<file path="config.mk">
export PLATFORM = sky130hd
export DESIGN_NAME = eth_example_ctrl
export DESIGN_NICKNAME = d
export VERILOG_FILES = /design/src/source/eth_ctrl_pkg.sv /design/src/source/eth_example_ctrl.sv /design/src/source/stats_serializer.sv /design/src/source/link_supervisor.sv /design/src/source/input_sync.sv
export SDC_FILE = /design/constraint.sdc
export NUM_CORES = 1
export LEC_CHECK = 0
export BUFFER_PORTS_ARGS = -buffer_cell sky130_fd_sc_hd__buf_4
export CAP_MARGIN = 5
export CORE_AREA = 2 2 307 309
export CTS_CLUSTER_SIZE = 25
export DETAILED_ROUTE_END_ITERATION = 6
export DIE_AREA = 0 0 309 311
export PLACE_DENSITY_LB_ADDON = 0.05
export SLEW_MARGIN = 5
export SYNTH_ARGS = -nofsm -noshare
export SYNTH_HDL_FRONTEND = slang
export SYNTH_SLANG_ARGS = --single-unit
</file>
<file path="constraint.sdc">
create_clock -name coreclk -period 1.2 [get_ports coreclk]
set_clock_uncertainty 0.05 [all_clocks]
set_input_delay 0.12 -clock coreclk [delete_from_list [all_inputs] [get_ports coreclk]]
set_output_delay 0.12 -clock coreclk [all_outputs]
set_load 0.005 [all_outputs]
</file>
<file path="src/source/eth_ctrl_pkg.sv">
`default_nettype none

package eth_ctrl_pkg;

   // ------------------------------
   // Widths and fixed settings
   // ------------------------------
   localparam int MAC_CONFIG_WIDTH = 80;
   localparam int PCS_CONFIG_WIDTH = 536;
   localparam int PCS_STATUS_WIDTH = 8;

   // Mode field of both MAC configuration vectors
   localparam logic [1:0] MAC_MODE = 2'b10;
   localparam logic VLAN_ENABLE = 1'b0;

   // Statistics channels, 0 is transmit and 1 is receive
   localparam int NUM_STATS_CH = 2;
   localparam int STATS_MAX_WIDTH = 30;
   localparam int STATS_WIDTH [NUM_STATS_CH] = '{26, 30};

   // Sent ahead of every serialized vector
   localparam logic [1:0] STATS_MARKER = 2'b01;

   // ------------------------------
   // Bundled signals
   // ------------------------------

   // Control levels that cross into coreclk
   typedef struct packed {
      logic pcs_loopback;
      logic custom_preamble;
   } ctrl_sync_t;

   // MAC transmit and receive configuration vector
   typedef struct packed {
      logic [MAC_CONFIG_WIDTH-9:0] reserved_hi;
      logic                        custom_preamble;
      logic [3:0]                  reserved_lo;
      logic                        enable_vlan;
      logic [1:0]                  mode;
   } mac_config_t;

   // PCS/PMA configuration vector, loopback sits at bit 110
   typedef struct packed {
      logic [PCS_CONFIG_WIDTH-112:0] reserved_hi;
      logic                          loopback;
      logic [109:0]                  reserved_lo;
   } pcs_config_t;

   // MAC status, remote fault in bit 0
   typedef struct packed {
      logic rx_fault;
      logic local_fault;
      logic remote_fault;
   } mac_status_t;

   // One statistics channel as the MAC presents it
   typedef struct packed {
      logic                       valid;
      logic [STATS_MAX_WIDTH-1:0] vector;
   } stats_report_t;

endpackage

`default_nettype wire
</file>
<file path="src/source/eth_example_ctrl.sv">
`timescale 1ns/1ps
`default_nettype none

module eth_example_ctrl (
   input  logic                                      coreclk,
   input  logic                                      reset,

   // Example design controls
   input  logic                                      pcs_loopback,
   input  logic                                      enable_custom_preamble,
   input  logic                                      enable_pat_gen,

   // Core status
   input  logic [eth_ctrl_pkg::PCS_STATUS_WIDTH-1:0] pcspma_status,
   input  eth_ctrl_pkg::mac_status_t                 mac_status,
   input  logic                                      resetdone,

   // Core statistics, one entry per channel
   input  eth_ctrl_pkg::stats_report_t               stats [eth_ctrl_pkg::NUM_STATS_CH],

   // Core configuration
   output eth_ctrl_pkg::mac_config_t                 mac_tx_config,
   output eth_ctrl_pkg::mac_config_t                 mac_rx_config,
   output eth_ctrl_pkg::pcs_config_t                 pcs_config,

   // Example design status
   output logic                                      core_ready,
   output logic                                      pat_gen_start,
   output logic [eth_ctrl_pkg::NUM_STATS_CH-1:0]     serialized_stats
);

   eth_ctrl_pkg::ctrl_sync_t ctrl_async;
   eth_ctrl_pkg::ctrl_sync_t ctrl_sync;

   // ------------------------------
   // Control synchronization
   // ------------------------------
   assign ctrl_async.pcs_loopback    = pcs_loopback;
   assign ctrl_async.custom_preamble = enable_custom_preamble;

   input_sync u_input_sync (
      .coreclk  (coreclk),
      .reset    (reset),
      .async_in (ctrl_async),
      .sync_out (ctrl_sync)
   );

   // ------------------------------
   // Configuration and link status
   // ------------------------------

   // Status inputs already live in coreclk
   link_supervisor u_link_supervisor (
      .coreclk        (coreclk),
      .reset          (reset),
      .enable_pat_gen (enable_pat_gen),
      .ctrl           (ctrl_sync),
      .pcspma_status  (pcspma_status),
      .mac_status     (mac_status),
      .resetdone      (resetdone),
      .mac_tx_config  (mac_tx_config),
      .mac_rx_config  (mac_rx_config),
      .pcs_config     (pcs_config),
      .core_ready     (core_ready),
      .pat_gen_start  (pat_gen_start)
   );

   // ------------------------------
   // Statistics serializers
   // ------------------------------

   // Channel 0 is transmit, channel 1 is receive
   for (genvar c = 0; c < eth_ctrl_pkg::NUM_STATS_CH; c++) begin : g_stats
      stats_serializer #(
         .VECTOR_WIDTH (eth_ctrl_pkg::STATS_WIDTH[c])
      ) u_stats_serializer (
         .coreclk    (coreclk),
         .reset      (reset),
         .report     (stats[c]),
         .serial_out (serialized_stats[c])
      );
   end

endmodule

`default_nettype wire

</file>
<file path="src/source/stats_serializer.sv">
`timescale 1ns/1ps
`default_nettype none

module stats_serializer #(
   parameter int VECTOR_WIDTH = eth_ctrl_pkg::STATS_MAX_WIDTH
) (
   input  logic                        coreclk,
   input  logic                        reset,
   input  eth_ctrl_pkg::stats_report_t report,
   output logic                        serial_out
);

   // Marker plus vector
   localparam int SHIFT_WIDTH = VECTOR_WIDTH + 2;

   logic                   valid_q;
   logic                   load;
   logic [SHIFT_WIDTH-1:0] shift_q;

   // ------------------------------
   // Valid edge detect
   // ------------------------------
   always_ff @(posedge coreclk) begin
      if (reset) begin
         valid_q <= 1'b0;
      end
      else begin
         valid_q <= report.valid;
      end
   end

   // Valid is a level, only its rising edge starts a frame
   assign load = report.valid && !valid_q;

   // ------------------------------
   // Shift register
   // ------------------------------

   // A new load restarts the frame even mid-shift
   always_ff @(posedge coreclk) begin
      if (reset) begin
         shift_q <= '0;
      end
      else if (load) begin
         shift_q <= {eth_ctrl_pkg::STATS_MARKER, report.vector[VECTOR_WIDTH-1:0]};
      end
      else begin
         shift_q <= {shift_q[SHIFT_WIDTH-2:0], 1'b0};
      end
   end

   // MSB first, the 0,1 marker leads
   assign serial_out = shift_q[SHIFT_WIDTH-1];

endmodule

`default_nettype wire

</file>
<file path="src/source/link_supervisor.sv">
`timescale 1ns/1ps
`default_nettype none

module link_supervisor (
   input  logic                                      coreclk,
   input  logic                                      reset,
   input  logic                                      enable_pat_gen,
   input  eth_ctrl_pkg::ctrl_sync_t                  ctrl,
   input  logic [eth_ctrl_pkg::PCS_STATUS_WIDTH-1:0] pcspma_status,
   input  eth_ctrl_pkg::mac_status_t                 mac_status,
   input  logic                                      resetdone,
   output eth_ctrl_pkg::mac_config_t                 mac_tx_config,
   output eth_ctrl_pkg::mac_config_t                 mac_rx_config,
   output eth_ctrl_pkg::pcs_config_t                 pcs_config,
   output logic                                      core_ready,
   output logic                                      pat_gen_start
);

   logic                      block_lock;
   logic                      no_fault;
   logic                      resetdone_q;
   logic                      resetdone_rise;
   logic [1:0]                resetdone_count;
   eth_ctrl_pkg::mac_config_t mac_cfg;
   eth_ctrl_pkg::pcs_config_t pcs_cfg;

   // ------------------------------
   // Configuration vectors
   // ------------------------------

   // TX and RX MAC settings are identical
   always_comb begin
      mac_cfg                 = '0;
      mac_cfg.custom_preamble = ctrl.custom_preamble;
      mac_cfg.enable_vlan     = eth_ctrl_pkg::VLAN_ENABLE;
      mac_cfg.mode            = eth_ctrl_pkg::MAC_MODE;
   end

   assign mac_tx_config = mac_cfg;
   assign mac_rx_config = mac_cfg;

   // Only the loopback bit is ever set on the PCS side
   always_comb begin
      pcs_cfg          = '0;
      pcs_cfg.loopback = ctrl.pcs_loopback;
   end

   assign pcs_config = pcs_cfg;

   // ------------------------------
   // Link status
   // ------------------------------
   assign block_lock = pcspma_status[0];

   // Receive fault is not part of the check
   assign no_fault = !mac_status.remote_fault && !mac_status.local_fault;

   // ------------------------------
   // Reset-done edge counter
   // ------------------------------
   always_ff @(posedge coreclk) begin
      if (reset) begin
         resetdone_q <= 1'b0;
      end
      else begin
         resetdone_q <= resetdone;
      end
   end

   assign resetdone_rise = resetdone && !resetdone_q;

   // Two bits, rolls over after 3 and drops core_ready again
   always_ff @(posedge coreclk) begin
      if (reset) begin
         resetdone_count <= 2'd0;
      end
      else if (resetdone_rise) begin
         resetdone_count <= resetdone_count + 2'd1;
      end
   end

   // ------------------------------
   // Outputs
   // ------------------------------

   // Ready once the transceiver has come out of reset at least twice
   assign core_ready = block_lock && no_fault && resetdone_count[1];

   // In loopback the pattern generator does not need block lock
   assign pat_gen_start = enable_pat_gen && no_fault && (ctrl.pcs_loopback || block_lock);

endmodule

`default_nettype wire

</file>
<file path="src/source/input_sync.sv">
`timescale 1ns/1ps
`default_nettype none

module input_sync (
   input  logic                     coreclk,
   input  logic                     reset,
   input  eth_ctrl_pkg::ctrl_sync_t async_in,
   output eth_ctrl_pkg::ctrl_sync_t sync_out
);

   // ------------------------------
   // Two-flop synchronizer
   // ------------------------------

   // First stage may go metastable
   eth_ctrl_pkg::ctrl_sync_t meta_q;

   // Second stage is safe to use in coreclk logic
   eth_ctrl_pkg::ctrl_sync_t sync_q;

   always_ff @(posedge coreclk) begin
      if (reset) begin
         meta_q <= '0;
         sync_q <= '0;
      end
      else begin
         meta_q <= async_in;
         sync_q <= meta_q;
      end
   end

   // Both levels are independent, so no bundle coherency is needed
   assign sync_out = sync_q;

endmodule

`default_nettype wire

</file>
==> results of run 1 <==
-- worst max-delay path by stage --
| stage | start | slack, ns | to |
|---|---|---|---|
| 6_report | u_input_sync.sync_out[1] | -0.06 | pat_gen_start |
| 5_1_grt | u_input_sync.sync_out[1] | -0.14 | pat_gen_start |
| 4_1_cts | u_input_sync.sync_out[1] | -0.13 | pat_gen_start |
| 3_5_place_dp | g_stats[1].u_stats_serializer.valid_q | 0.09 | g_stats[1].u_stats_serializer.shift_q[6] |
| 3_3_place_gp | g_stats[1].u_stats_serializer.valid_q | 0.06 | g_stats[1].u_stats_serializer.shift_q[5] |
| 2_1_floorplan | g_stats[0].u_stats_serializer.valid_q | 0.18 | g_stats[0].u_stats_serializer.shift_q[26] |
-- layout make-up --
class | count | area share
Clock inverter | 7 | 0.0147
Timing Repair Buffer | 149 | 0.164
Multi-Input combinational cell | 884 | 0.440
Clock buffer | 9 | 0.0270
Sequential cell | 69 | 0.166
Tap cell | 1254 | 0.188
Antenna cell | 2 | 0.000600
-- layer usage --
metal,vias to the layer above,wire [um],GRT usage
li1,1869,-,-
met1,1792,5830,0.0329
met2,317,10400,0.0679
met3,15,1680,0.0152
met4,4,248,0.0116
met5,-,33,0
-- metrics by stage --
stage	instance area, sq um	TNS, ns	power [mW]	instances	utilization
after detailed placement	7320	0	3.65	2293	0.0789
after floorplan	10400	0	4.95	1668	-
after global routing	8350	-0.208	7.80	2374	0.0900
after global placement	7320	0	3.66	2293	0.0789
after CTS	8290	-1.28	7.41	2371	0.0894
final	8350	-0.0612	7.21	2374	0.0900
-- report_power, final --
part / internal, mW / total [mW] / switching (mW)
Combinational: 0.470 / 1.42 / 0.949
Sequential: 2.42 / 2.46 / 0.0384
Clock: 2.04 / 3.34 / 1.29
Total: 4.93 / 7.21 / 2.28
-- sequential cells by signal (all words and copies together) (netlist names) --
name,count
g_stats.u_stats_serializer.shift_q,60
g_stats.u_stats_serializer.valid_q,2
u_input_sync.meta_q,2
u_input_sync.sync_out,2
u_link_supervisor.resetdone_count,2
u_link_supervisor.resetdone_q,1
-- timing repair --
action / in CTS / in global routing
hold endpoints to repair: 61 / 0
hold buffers: 61 / 0
gates cloned: 0 / 1
setup buffers: 1 / 0
gates resized for setup: 4 / 8
pin swaps: 2 / 1
setup endpoints to repair: 2 / 33
-- critical path, cell delays in order (launching register included) --
cell	delay [ns]
dfxtp_2	0.33
nor2_2	0.04
nor4b_2	0.20
buf_4	0.15
-- cells in the final DEF, fill, tap and decap left out, drive strengths merged --
cell,netlist,layout
xnor2,1,1
and2b,2,2
bufinv,0,3
nor3b,3,3
nor2b,8,8
nand3b,1,1
inv,0,1
nor3,1,1
a21oi,54,54
nor4b,1,1
clkinvlp,0,2
nand2,109,109
dlygate4sd3,0,60
conb,2,693
dfxtp,69,69
clkinv,0,1
dlymetal6s4s,0,1
diode,0,2
clkbuf,0,10
xor2,1,1
and3b,1,1
nand2b,2,2
nor2,7,7
buf,715,87
-- cells by family after synthesis --
kind of cell / synth area share
buffers and inverters: 0.689
AND/OR/NAND/NOR: 0.0832
flip-flops: 0.177
AO/OA/AOI/OAI: 0.0480
XOR/XNOR: 0.00224
other: 0.000961
==> results_dict.tcl, run 1 <==
set metrics [dict create \
    final_nets 1192 \
    finalSetupViolCount 1 \
    r2r_slack_ns 0.10 \
    synth_warnings 0 \
    r2r-end "g_stats[1].u_stats_serializer.shift_q[26]" \
    syn_inst 977 \
    cp-start-kind "flop" \
    ys.flop_type "dfxtp_1" \
    initial_utilization 0.0843 \
    fmax_mhz 793 \
    final-seq-area_sq_mm 0.00138 \
    synthTopCellsByCount "701 x buf_4, 81 x nand2_1, 69 x dfxtp_1" \
    holdPathStages 2 \
    seq_area_frac_synth 0.177 \
    cts_max_level 3 \
    vias 3997 \
    cts_tree "done" \
    routed_via_density 1.68 \
    critPathCaptureType "output port" \
    synth.cell_area_sq_mm 0.00782 \
    violations "setup timing" \
    first_pass_iters 4 \
    path_max_fanout 2 \
    hold_violations 0 \
    period_share 1.05 \
    dieArea_sq_mm 0.0961 \
    rsz0062_at_grt "yes" \
    clockBufferDepth 2 \
    overflow 0 \
    worstHoldEndpoint "g_stats[1].u_stats_serializer.shift_q[29]" \
    pwr_density_cell_mw_per_mm2 864 \
    p_leak_nw 4.00 \
    hold_ws_ns 0.0273 \
    die_x_um 309 \
    wl_per_cell_um 7.64 \
    antenna_found_initial 5 \
    grt_use_total 0.0353 \
    netlist-cell-type-count 25 \
    critPathArrivalTime_ns 1.09 \
    hp-class "primary input to flop" \
    grt_max_degree 30 \
    synth-edff-count 0 \
    peakVddDrop_uv 646 \
    io_buffers 73 \
    timing.reg2reg.worst_path_depth 4 \
    place_congestion 0.583 \
    status "finished with violations" \
    yosysMostFrequentCell "buf_4" \
    rows 112 \
    multi_input_area_sq_mm 0.00367 \
    async_flop_share 0 \
    synth_top_area_frac 0.673 \
    grt_pass1_wl_um 24400 \
    clock_latency_ns 0.37 \
    clock_sinks 69 \
    grt_pass1_vias 3486 \
    critPathKind "flop to output port" \
    drc_errors 0 \
    drtIter0Drc 50 \
    max-cap-violations 0 \
    syn_to_final_growth_pct 6.75 \
    routed_wirelength_um 18100 \
    clk_pin_slew_ns 0.07 \
    min_period_ns 1.26 \
    hold_start "reset" \
    ant_nets 0 \
    synth.avg_cell_area_sq_um 8.00 \
    drive_above_1_share 0.155 \
    post-place-ws_ns 0.0865 \
    synth_top_area_cell "buf_4" \
    cts_made_buffers 9 \
    synth.area.top_cells "buf_4 67%, dfxtp_1 18%, nand2_1 3.9%" \
    fill_cells 11000 \
    cts_root_buf "clkbuf_16" \
    setup_ws_ns -0.0612 \
    hpwl_um 14900 \
    io_pins 779 \
    synth_seq_cells 69 \
    r2r-start "g_stats[1].u_stats_serializer.valid_q" \
    slew_violations 0 \
    die_y_um 311 \
    required_ns 1.03 \
    coreArea_sq_mm 0.0928 \
]
Note: power is estimated with default switching activity, not from simulation.
==> inputs of run 2 (changes only) <==
- RECOVER_POWER: default -> 100
==> results_dict.tcl, run 2 (same netlist as run 1, synthesis figures left out) <==
set metrics [dict create \
    status "finished with violations" \
    violations "setup timing" \
    io_pins 779 \
    fmax_mhz 793 \
    layout_common_cells "693 x conb_1, 80 x nand2_1, 73 x buf_4, 67 x dfxtp_1, 60 x dlygate4sd3_1" \
    ant_nets 0 \
    grt_use_total 0.0353 \
    antenna_found_initial 5 \
    final_area_sq_mm 0.00827 \
    pwr_density_cell_mw_per_mm2 868 \
    coreArea_sq_mm 0.0928 \
    dieArea_sq_mm 0.0961 \
    cts_max_level 3 \
    initial_utilization 0.0843 \
    worstMarginPinSlew_ns 0.572 \
    p_total_mw 7.18 \
    clk_pin_slew_ns 0.07 \
    vias 4005 \
    max-cap-violations 0 \
    critPathKind "flop to output port" \
    drtIter0Drc 61 \
    overflow 0 \
    rsz0062_at_grt "yes" \
    critPathArrivalTime_ns 1.09 \
    p_leak_nw 3.97 \
    wl_per_cell_um 7.65 \
    place_congestion 0.583 \
    routed_wirelength_um 18200 \
    grt_max_degree 30 \
    placed_cell_area_sq_mm 0.00732 \
    finalNonFillerCells 2374 \
    rows 112 \
    syn_to_final_growth_pct 5.74 \
    hold_ws_ns 0.0132 \
    grt_pass1_wl_um 24400 \
    first_pass_iters 4 \
    setup_ws_ns -0.0616 \
    largest_reg_flops 60 \
    min_period_ns 1.26 \
    clockBufferDepth 2 \
    routed_via_density 1.69 \
    final_common_cell "conb_1" \
    cts_root_buf "clkbuf_16" \
    io_buffers 73 \
    top_register "g_stats.u_stats_serializer.shift_q" \
    slew_headroom 0.619 \
    path_max_fanout 2 \
    drive_above_1_share 0.146 \
    cts_made_buffers 9 \
    clock_latency_ns 0.37 \
    clock_sinks 69 \
    critPathCaptureType "output port" \
    cts_tree "done" \
    hpwl_um 14900 \
    drc_errors 0 \
    hold_violations 0 \
    die_x_um 309 \
    die_y_um 311 \
    final_nets 1192 \
    period_share 1.05 \
    finalSetupViolCount 24 \
    cp-start-kind "flop" \
    place_inst 2293 \
    slew_violations 0 \
    grt_pass1_vias 3486 \
    required_ns 1.03 \
    peakVddDrop_uv 647 \
    hp-class "primary input to flop" \
]
[run 2: cell types whose count changed in the layout (fill, tap and decap cells not counted), sizes merged]
cell	change
clkbuf	+8
buf	-8
[run 2: per-stage QoR]
step / setup WS [ns] / util / TNS (ns)
6_report: -0.0616 / 0.0891 / -0.691
5_1_grt: -0.144 / 0.0891 / -3.50
4_1_cts: -0.128 / 0.0894 / -1.28
3_5_place_dp: 0.0865 / 0.0789 / 0
3_3_place_gp: 0.0633 / 0.0789 / 0
2_1_floorplan: 0.184 / - / 0
[run 2: repair_timing]
item,in CTS,in global routing
resized for setup,4,8
pin swaps,2,1
cloned,0,1
hold buffers,61,0
buffers inserted,1,0
setup endpoints to repair,2,33
hold endpoints to repair,61,0
[run 2: final timing paths]
kind                                              start                                        end  slack [ns]  cells past startpoint
setup / recovery               u_input_sync.sync_out[1]                              pat_gen_start       -0.06                      3
hold / removal                                    reset  g_stats[1].u_stats_serializer.shift_q[29]        0.01                      2
setup reg to reg  g_stats[1].u_stats_serializer.valid_q  g_stats[1].u_stats_serializer.shift_q[26]        0.01                      4
hold reg to reg                  u_input_sync.meta_q[1]                   u_input_sync.sync_out[1]        0.39                      1
[run 2: where the power goes]
part	internal, mW	total [mW]	switching (mW)
combinational	0.443	1.38	0.942
sequential	2.42	2.46	0.0385
clock	2.04	3.33	1.29
total	4.90	7.18	2.27
[run 2: critical path: stages, from the launching register on]
cell and delay [ns]:
dfxtp_2 0.33, nor2_2 0.04, nor4b_2 0.20, buf_4 0.15
[run 2: layout make-up]
class	instances	area [sq um]
well taps	1254	1570
clock buffers	9	225
fillers	11000	84500
diodes	2	5.00
multi-input cells	884	3650
flip-flops and latches	69	1380
repair buffers	149	1310
clock inverters	7	123
[run 2: per-layer routing]
| metal | GRT usage | share of wire | up-vias |
|---|---|---|---|
| met2 | 0.0679 | 0.57 | 317 |
| li1 | - | - | 1868 |
| met4 | 0.0116 | 0.014 | 4 |
| met3 | 0.0152 | 0.10 | 15 |
| met1 | 0.0329 | 0.31 | 1801 |
| met5 | 0 | 0.0018 | - |
